[config.mk]
export PLATFORM = sky130hd
export DESIGN_NAME = dvi_tx
export DESIGN_NICKNAME = d
export VERILOG_FILES = /design/src/hw/video_pkg.sv /design/src/hw/tmds_pkg.sv /design/src/hw/dvi_channel_mux.sv /design/src/hw/tmds_encoder.sv /design/src/hw/tmds_output_stage.sv /design/src/hw/dvi_tx.sv
export SDC_FILE = /design/constraint.sdc
export NUM_CORES = 1
export LEC_CHECK = 0
export BUFFER_PORTS_ARGS = -buffer_cell sky130_fd_sc_hd__buf_2
export CORE_MARGIN = 2
export CORE_UTILIZATION = 44
export CTS_CLUSTER_DIAMETER = 150
export DETAILED_ROUTE_END_ITERATION = 8
export GPL_TIMING_DRIVEN = 0
export PLACE_DENSITY = 0.58
export SETUP_SLACK_MARGIN = 0.4
export SLEW_MARGIN = 20
export SYNTH_ARGS = -nofsm -noshare
export SYNTH_HDL_FRONTEND = slang
export SYNTH_SLANG_ARGS = --single-unit
[constraint.sdc]
create_clock -name clk_pix -period 10.2 [get_ports clk_pix]
set_input_delay 1.02 -clock clk_pix [delete_from_list [all_inputs] [get_ports clk_pix]]
set_output_delay 1.02 -clock clk_pix [all_outputs]
set_load 0.03 [all_outputs]
[src/hw/video_pkg.sv]
// ==============================
// video package
// pixel-side beat and per-lane encoder word
// ==============================

package video_pkg;

    // one pixel clock of video input, 27 bits
    typedef struct packed {
        logic [7:0] red;
        logic [7:0] green;
        logic [7:0] blue;
        logic       hsync;
        logic       vsync;
        logic       de;     // high during active video
    } video_beat;

    // encoder input for one lane, 11 bits
    typedef struct packed {
        logic [7:0] data;   // colour byte
        logic [1:0] ctrl;   // {c1, c0}, sent in blanking
        logic       de;
    } chan_word;

endpackage

[src/hw/tmds_pkg.sv]
// ==============================
// tmds package
// link-side symbol types and control codes
// ==============================

package tmds_pkg;

    localparam int num_lanes  = 3;   // blue, green, red
    localparam int sym_width  = 10;

    typedef logic [sym_width-1:0] tmds_symbol;

    // control symbols, indexed by {c1, c0}
    // each one has 7 transitions so the sink can find symbol boundaries
    localparam tmds_symbol ctrl_sym_00 = 10'b1101010100;
    localparam tmds_symbol ctrl_sym_01 = 10'b0010101011;
    localparam tmds_symbol ctrl_sym_10 = 10'b0101010100;
    localparam tmds_symbol ctrl_sym_11 = 10'b1010101011;

    // three data lanes as seen at the pins, 30 bits
    typedef struct packed {
        tmds_symbol lane2;  // red
        tmds_symbol lane1;  // green
        tmds_symbol lane0;  // blue, carries hsync/vsync
    } tmds_link;

endpackage

[src/hw/dvi_channel_mux.sv]
// ==============================
// dvi channel mux
// splits a video beat into three lane words
// ==============================
`timescale 1ns/1ps

module dvi_channel_mux (
    input  logic                                          clk_pix,
    input  logic                                          rst_pix,
    input  video_pkg::video_beat                          video,
    output video_pkg::chan_word [tmds_pkg::num_lanes-1:0] chan
);

    video_pkg::chan_word [tmds_pkg::num_lanes-1:0] chan_d;
    logic [7:0] colour [tmds_pkg::num_lanes];   // colour byte per lane

    // lane order follows dvi: 0 blue, 1 green, 2 red
    always_comb begin
        colour[0] = video.blue;
        colour[1] = video.green;
        colour[2] = video.red;
    end

    always_comb begin
        for (int i = 0; i < tmds_pkg::num_lanes; i++) begin
            chan_d[i].data = colour[i];
            chan_d[i].de   = video.de;  // same enable on every lane
            chan_d[i].ctrl = 2'b00;     // green and red carry no sync
        end
        // only blue carries sync during blanking
        chan_d[0].ctrl = {video.vsync, video.hsync};
    end

    // one register stage, reset leaves every lane in ctrl 00 blanking
    always_ff @(posedge clk_pix) begin
        if (rst_pix) begin
            chan <= '0;
        end else begin
            chan <= chan_d;
        end
    end

endmodule

[src/hw/tmds_encoder.sv]
// ==============================
// tmds encoder
// one lane of dvi 8b/10b coding with dc balance
// ==============================
`timescale 1ns/1ps

module tmds_encoder (
    input  logic                clk_pix,
    input  logic                rst_pix,
    input  video_pkg::chan_word chan,
    output tmds_pkg::tmds_symbol sym
);

    // number of ones in a byte, 0..8
    function automatic logic [3:0] count_ones(input logic [7:0] b);
        logic [3:0] n;
        n = '0;
        for (int k = 0; k < 8; k++) begin
            n = n + 4'(b[k]);
        end
        return n;
    endfunction

    // transition minimised word, bit 8 set when xor was used
    function automatic logic [8:0] min_trans(input logic [7:0] d, input logic use_xnor);
        logic [8:0] q;
        q[0] = d[0];
        for (int k = 1; k < 8; k++) begin
            q[k] = use_xnor ? ~(q[k-1] ^ d[k]) : (q[k-1] ^ d[k]);
        end
        q[8] = ~use_xnor;
        return q;
    endfunction

    logic [3:0]        ones_in;     // ones in the colour byte
    logic [3:0]        ones_qm;     // ones in qm[7:0]
    logic              use_xnor;
    logic [8:0]        qm;
    logic signed [4:0] disp;        // ones minus zeros of qm[7:0], -8..8
    logic signed [4:0] two_qm8;     // correction terms from bit 8
    logic signed [4:0] two_nqm8;
    logic signed [4:0] bias_q;      // running disparity of sent symbols
    logic signed [4:0] bias_d;
    tmds_pkg::tmds_symbol sym_d;

    always_comb begin
        ones_in  = count_ones(chan.data);
        use_xnor = (ones_in > 4'd4) || ((ones_in == 4'd4) && !chan.data[0]);
        qm       = min_trans(chan.data, use_xnor);
        ones_qm  = count_ones(qm[7:0]);
        disp     = 5'(ones_qm) + 5'(ones_qm) - 5'd8;
        two_qm8  = qm[8] ? 5'sd2 : 5'sd0;
        two_nqm8 = qm[8] ? 5'sd0 : 5'sd2;
    end

    always_comb begin
        sym_d  = tmds_pkg::ctrl_sym_00;
        bias_d = '0;                                // blanking drops the bias
        if (!chan.de) begin
            case (chan.ctrl)
                2'b00:   sym_d = tmds_pkg::ctrl_sym_00;
                2'b01:   sym_d = tmds_pkg::ctrl_sym_01;
                2'b10:   sym_d = tmds_pkg::ctrl_sym_10;
                default: sym_d = tmds_pkg::ctrl_sym_11;
            endcase
        end else if (bias_q == 5'sd0 || disp == 5'sd0) begin
            // no history to balance against, bit 8 decides
            if (!qm[8]) begin
                sym_d  = {2'b10, ~qm[7:0]};
                bias_d = bias_q - disp;
            end else begin
                sym_d  = {2'b01, qm[7:0]};
                bias_d = bias_q + disp;
            end
        end else if (bias_q[4] == disp[4]) begin
            // word would push the bias further, send it inverted
            sym_d  = {1'b1, qm[8], ~qm[7:0]};
            bias_d = bias_q + two_qm8 - disp;
        end else begin
            sym_d  = {1'b0, qm[8], qm[7:0]};    // word already pulls towards zero
            bias_d = bias_q - two_nqm8 + disp;
        end
    end

    always_ff @(posedge clk_pix) begin
        if (rst_pix) begin
            sym    <= tmds_pkg::ctrl_sym_00;
            bias_q <= '0;
        end else begin
            sym    <= sym_d;
            bias_q <= bias_d;
        end
    end

endmodule

[src/hw/tmds_output_stage.sv]
// ==============================
// tmds output stage
// lane options and the link register
// ==============================
`timescale 1ns/1ps

module tmds_output_stage #(
    parameter logic [tmds_pkg::num_lanes-1:0] lane_polarity_inv = '0,
    parameter logic [tmds_pkg::num_lanes-1:0] lane_bit_reverse  = '0
) (
    input  logic                                           clk_pix,
    input  logic                                           rst_pix,
    input  tmds_pkg::tmds_symbol [tmds_pkg::num_lanes-1:0] sym,
    output tmds_pkg::tmds_link                             link
);

    // reverse first, then invert, same order as the board wiring
    function automatic tmds_pkg::tmds_symbol lane_opts(
        input tmds_pkg::tmds_symbol s,
        input logic                 rev,
        input logic                 inv
    );
        tmds_pkg::tmds_symbol r;
        for (int k = 0; k < tmds_pkg::sym_width; k++) begin
            r[k] = rev ? s[tmds_pkg::sym_width-1-k] : s[k];
        end
        return inv ? ~r : r;
    endfunction

    tmds_pkg::tmds_symbol [tmds_pkg::num_lanes-1:0] lanes_d;    // symbols after options
    tmds_pkg::tmds_symbol [tmds_pkg::num_lanes-1:0] lanes_rst;  // idle pattern per lane

    always_comb begin
        for (int i = 0; i < tmds_pkg::num_lanes; i++) begin
            lanes_d[i]   = lane_opts(sym[i], lane_bit_reverse[i], lane_polarity_inv[i]);
            lanes_rst[i] = lane_opts(tmds_pkg::ctrl_sym_00, lane_bit_reverse[i],
                                     lane_polarity_inv[i]);
        end
    end

    // lane 2 sits in the top bits, matching the link struct
    always_ff @(posedge clk_pix) begin
        if (rst_pix) begin
            link <= tmds_pkg::tmds_link'(lanes_rst);    // pins idle at ctrl 00
        end else begin
            link <= tmds_pkg::tmds_link'(lanes_d);
        end
    end

endmodule

[src/hw/dvi_tx.sv]
// ==============================
// dvi transmitter front end
// video beat in, three tmds symbols out
// ==============================
`timescale 1ns/1ps

module dvi_tx #(
    parameter logic [tmds_pkg::num_lanes-1:0] lane_polarity_inv = '0,  // per-lane p/n swap
    parameter logic [tmds_pkg::num_lanes-1:0] lane_bit_reverse  = '0   // per-lane msb first
) (
    input  logic                 clk_pix,
    input  logic                 rst_pix,
    input  video_pkg::video_beat video,
    output tmds_pkg::tmds_link   link     // 3 cycles after video
);

    video_pkg::chan_word  [tmds_pkg::num_lanes-1:0] chan;  // formatter to encoders
    tmds_pkg::tmds_symbol [tmds_pkg::num_lanes-1:0] sym;   // encoders to output stage

    dvi_channel_mux u_mux (
        .clk_pix (clk_pix),
        .rst_pix (rst_pix),
        .video   (video),
        .chan    (chan)
    );

    // one encoder per lane, each keeps its own bias
    for (genvar i = 0; i < tmds_pkg::num_lanes; i++) begin : g_lane
        tmds_encoder u_enc (
            .clk_pix (clk_pix),
            .rst_pix (rst_pix),
            .chan    (chan[i]),
            .sym     (sym[i])
        );
    end

    tmds_output_stage #(
        .lane_polarity_inv (lane_polarity_inv),
        .lane_bit_reverse  (lane_bit_reverse)
    ) u_out (
        .clk_pix (clk_pix),
        .rst_pix (rst_pix),
        .sym     (sym),
        .link    (link)
    );

endmodule

* After elaboration in Yosys (flattened, before gate mapping)
Cells that the tools add are included.
Cells by class: add/sub/neg operators 66, magnitude comparators 3, eq/ne operators 12, muxes and demuxes 51, bitwise gates (word level) 49, reductions and logical operators 22
Operators with widths (count):
- adder 4 x 1 -> 4 bit | 36
- 2-to-1 mux 10 bit | 12
- one-hot mux 10 bit (3 select lines) | 3
- adder 5 bit | 9
- 2-to-1 mux 5 bit | 9
- subtractor 5 bit | 9
- zero test 5 bit | 6
- inverter 1 bit | 25
- inverter 8 bit | 3
- 2-to-1 mux 1 bit | 21
- bitwise XOR 1 bit | 21
- adder 4 x 4 -> 5 bit | 3
- subtractor 5 x 4 -> 5 bit, second input constant | 3
- adder 1 x 1 -> 2 bit | 6
- == test 4 x 3 -> 1 bit, second input constant | 3
- > comparator 4 x 3 -> 1 bit, second input constant | 3
- 2-to-1 mux 2 bit | 6
- logical OR 1 bit | 6
- == test 1 x 2 -> 1 bit, both inputs constant | 2
- zero test 2 bit, first input constant | 2
- == test 1 bit | 3
- logical AND 1 bit | 3
- zero test 1 bit | 3
- == test 1 bit, both inputs constant | 2
- 4 further kinds | 4
Word-level totals: bits in registers 102, input bits 29, output and inout port bits 30, logic and storage cells 217

* Depth between registers and ports, before layout
depth in word-level cells 36, mapped depth 29, mapped depth without buffers 28

* Hierarchy
Synthesis repeated with hierarchy kept, for this count alone.
Second synthesis, totals: cell total of the unflattened synthesis 648, area total of the unflattened synthesis 6666.4 um^2
By module, submodules not included:
- tmds_encoder | instances 3, cells an instance 174, area an instance 1684.1 um^2, sequential area each 280.3 um^2
- tmds_output_stage | instances 1, cells an instance 63, area an instance 815.8 um^2, sequential area each 600.6 um^2
- dvi_channel_mux | instances 1, cells an instance 63, area an instance 798.3 um^2, sequential area each 540.5 um^2

* Worst setup path before layout
OpenSTA, ideal clock, no wires.
kind register -> register, from register, netlist name u_mux.chan[3], to register g_lane[0].u_enc.sym[9], setup time 0.120 ns, arrival 7.357 ns, required time 10.080 ns, slack 2.724 ns, cell stages (with the launch flop) 28, buffers on the path 2, period minus slack after synthesis 7.476 ns, cell sequence dfxtp_1 > ha_1 > inv_1 > fa_1 > fa_1 > inv_1 > fa_1 > fa_1 > or3b_1 > a22o_1 > buf_4 > xnor2_1 > ha_1 > inv_1 > fa_1 > inv_1 > fa_1 > fa_1 > inv_1 > fa_1 > or3_1 > and2_1 > ha_1 > nor2_1 > buf_1 > mux2i_4 > inv_2 > a211o_1
On the way: cells in the longest elaborated chain, start to end 36, elaborated cells between the ends (all ways) 49, classes of those cells 16 x add/sub; 1 x order compare; 2 x eq/ne; 11 x mux; 14 x bitwise; 5 x reduce/logical
RTL lines:
- branches (longest 34 deep; another with adder 4 x 1 -> 4 bit)
- 2-to-1 mux 10 bit * | line tmds_encoder.sv:66 | end else if (bias_q == 5'sd0 || disp == 5'sd0) begin
- 2-to-1 mux 10 bit * | line tmds_encoder.sv:59 | if (!chan.de) begin
- end signal, assigned | line tmds_encoder.sv:87 | sym <= tmds_pkg::ctrl_sym_00;
- end signal, assigned | line tmds_encoder.sv:90 | sym <= sym_d;
- end, declared | line tmds_encoder.sv:11 | output tmds_pkg::tmds_symbol sym
Every way passes the cells marked *. A chain may end at the register's enable or synchronous reset.

* Worst setup path in the final report
from register, netlist name u_mux.chan[3], to register g_lane[0].u_enc.sym[9]
On the way: cells in the longest elaborated chain, start to end 36, elaborated cells between the ends (all ways) 49, classes of those cells 16 x add/sub; 1 x order compare; 2 x eq/ne; 11 x mux; 14 x bitwise; 5 x reduce/logical
RTL lines (line):
- branches (longest 34 deep; another with adder 4 x 1 -> 4 bit)
- 2-to-1 mux 10 bit * | tmds_encoder.sv:66
- 2-to-1 mux 10 bit * | tmds_encoder.sv:59
Marked as above.

==> flow_metrics.env <==
export IMPL_seq_area_frac_synth_pct=31.8
export IMPL_cts_sinks=99
export IMPL_async_reset_ff_share_pct=0
export IMPL_area_growth_syn_to_layout_pct=13.0
export IMPL_cpMostUsedCell="fa_1"
export IMPL_grtUsageTotal_pct=17.1
export IMPL_synth_edff_count=0
export IMPL_critPathSlowestCell="fa_1"
export IMPL_layout_drive_gt1_share_pct=16.9
export IMPL_root_buffer="clkbuf_16"
export IMPL_cts_resized=0
export IMPL_criticalPathCategory="reg -> reg"
export IMPL_status="complete, no violations"
export IMPL_dp_hpwl_um=9570
export IMPL_vias=3987
export IMPL_htree_levels=3
export IMPL_timing_fmax_ghz=0.125
export IMPL_clk_pin_slew_worst_paths_ns=0.07
export IMPL_die_y_um=123
export IMPL_row_count=43
export IMPL_final_cell_mix="dfxtp_1 (99), inv_1 (78), ha_1 (61)"
export IMPL_ys_warn_count=0
export IMPL_finalHoldViolCount=0
export IMPL_num_fill_cells=1322
export IMPL_cts_buffers=9
export IMPL_crit_arrival_ns=8.26
export IMPL_portBuffers=57
export IMPL_final_common_cell="dfxtp_1"
export IMPL_synthCells=607
export IMPL_crit_required_ns=10.45
export IMPL_grt_pass1_vias=4138
export IMPL_drc=0
export IMPL_synth_main_ff_cell="dfxtp_1"
export IMPL_hold_buffers=0
export IMPL_max_slew_margin_pct=54.7
export IMPL_postRouteWirelength_um=11700
export IMPL_cts_tree="yes"
export IMPL_setup_violations_final=0
export IMPL_startpoint_type="register"
export IMPL_ys_ff_latch=99
export IMPL_routabilityCongestion=0.861
export IMPL_instances_no_fill=860
export IMPL_final_util_pct=50.8
export IMPL_io_pins=59
export IMPL_die_x_um=123
export IMPL_tightest_slew_ns=0.677
export IMPL_hp_class="reg -> reg"
export IMPL_die_area_um2=15100
export IMPL_diodes=0
export IMPL_rsz0062_at_grt="false"
export IMPL_synth_fp_nets=733
export IMPL_cpPeakStageDelay_ns=0.56
export IMPL_max_cap_viol_count=0
export IMPL_grt_ovfl_total=0
export IMPL_finalCritPeriodShare_pct=78.5
export IMPL_setup_tns_ns=0
export IMPL_drt_initial_drc_count=115
export IMPL_fin_nets=801
export IMPL_min_period_ns=8.01
export IMPL_synth_area_per_cell_um2=10.3
export IMPL_cp_max_fo=11
export IMPL_skew_ns=0.0114
export IMPL_drv_slew=0
export IMPL_end_kind="register"
export IMPL_holdPathStages=1
export IMPL_grt_pass1_wl_um=19700
export IMPL_cts_setup_buffers=0
export IMPL_ant_nets=0
export IMPL_wl_per_cell_um=13.7
export IMPL_r2r_cells=27
export IMPL_synth_cell_type_count=53
export IMPL_firstDrtPassIters=4
export IMPL_core_area_um2=13900
export IMPL_clockBufferDepth=2
export IMPL_dp_cells=844
export IMPL_vias_per_cell=4.64
export IMPL_grt_max_degree=17
export IMPL_grt_antenna_before_repair=0
export IMPL_clkLatencyLatePin_ns=0.36
export IMPL_initial_core_util_pct=45.0
export IMPL_syn_area_um2=6240
[final timing paths]
kind / startpoint / to / slack (ns)
hold reg to reg: g_lane[1].u_enc.sym[9] / u_out.link[19] / 0.41
setup reg to reg: u_mux.chan[3] / g_lane[0].u_enc.sym[9] / 2.19
hold / removal: g_lane[1].u_enc.sym[9] / u_out.link[19] / 0.41
setup / recovery: u_mux.chan[3] / g_lane[0].u_enc.sym[9] / 2.19
[registers in the layout, indices dropped and copies added, names as in the netlist]
| register | flops |
|---|---|
| g_lane.u_enc.bias_q | 12 |
| u_out.link | 30 |
| u_mux.chan | 27 |
| g_lane.u_enc.sym | 30 |
[metal layers]
layer,routed length (µm),up-vias,GRT usage (%)
met2,5600,55,27.9
met4,282,0,7.24
li1,-,2059,-
met1,5510,1855,21.7
met3,353,18,3.97
met5,0,-,0
[per-stage QoR]
step | cell area [µm²] | setup slack [ns] | hold slack (ns)
after floorplan | 6240 | 2.72 | 0.389
after global placement | 6750 | 2.27 | 0.398
after detailed placement | 6750 | 2.18 | 0.396
after CTS | 7050 | 2.17 | 0.414
after global routing | 7050 | 1.88 | 0.424
final | 7050 | 2.19 | 0.411
[synthesized netlist by cell type (4+ instances only)]
master	n	area share (%)
a211oi_1	4	0.48
a21o_1	6	0.72
a21oi_1	22	1.8
clkbuf_1	12	0.72
dfxtp_1	99	32
fa_1	36	12
ha_1	61	12
inv_1	78	4.7
inv_2	5	0.30
maj3_1	4	0.64
mux2i_1	9	1.4
mux2i_4	4	1.4
nand2_1	15	0.90
nand2b_1	8	0.80
nor2_1	29	1.7
nor2b_1	48	4.8
nor3_1	6	0.48
nor4_1	5	0.50
o21ai_0	5	0.40
o21ai_1	10	0.80
or2_2	17	1.7
xnor2_1	55	7.7
xnor3_1	4	1.4
xor2_1	17	2.4
[worst max-delay path: cells and delay by family, from the launching register on]
kind / cells / cell delay (ns)
fa+ha+maj: 11 / 4.29
simple gates: 4 / 1.13
buf+inv: 8 / 1.03
compound gates: 2 / 0.55
mux: 1 / 0.43
flops: 1 / 0.35
xor+xnor: 1 / 0.14
[logic make-up after synthesis]
logic type | Yosys count | share of synthesized area [%]
fa+ha+maj | 101 | 24.4
xor+xnor | 88 | 15.7
flops | 99 | 31.8
compound gates | 63 | 6.32
buf+inv | 98 | 6.12
mux | 13 | 2.89
simple gates | 145 | 12.8
[area by class of cell]
type                    instances  area [µm²]  area share, %
multi-input cells             410        3880           55.0
flip-flops and latches         99        1980           28.1
inverters                      83         312           4.42
repair buffers                 57         285           4.04
clock buffers                  11         243           3.44
well taps                     180         225           3.19
plain buffers                  15        70.1          0.993
clock inverters                 5        60.1          0.852
Power is left out: the tool's default activity adds up to more than one toggle a clock period on the data nets, which glitch-free logic cannot reach.
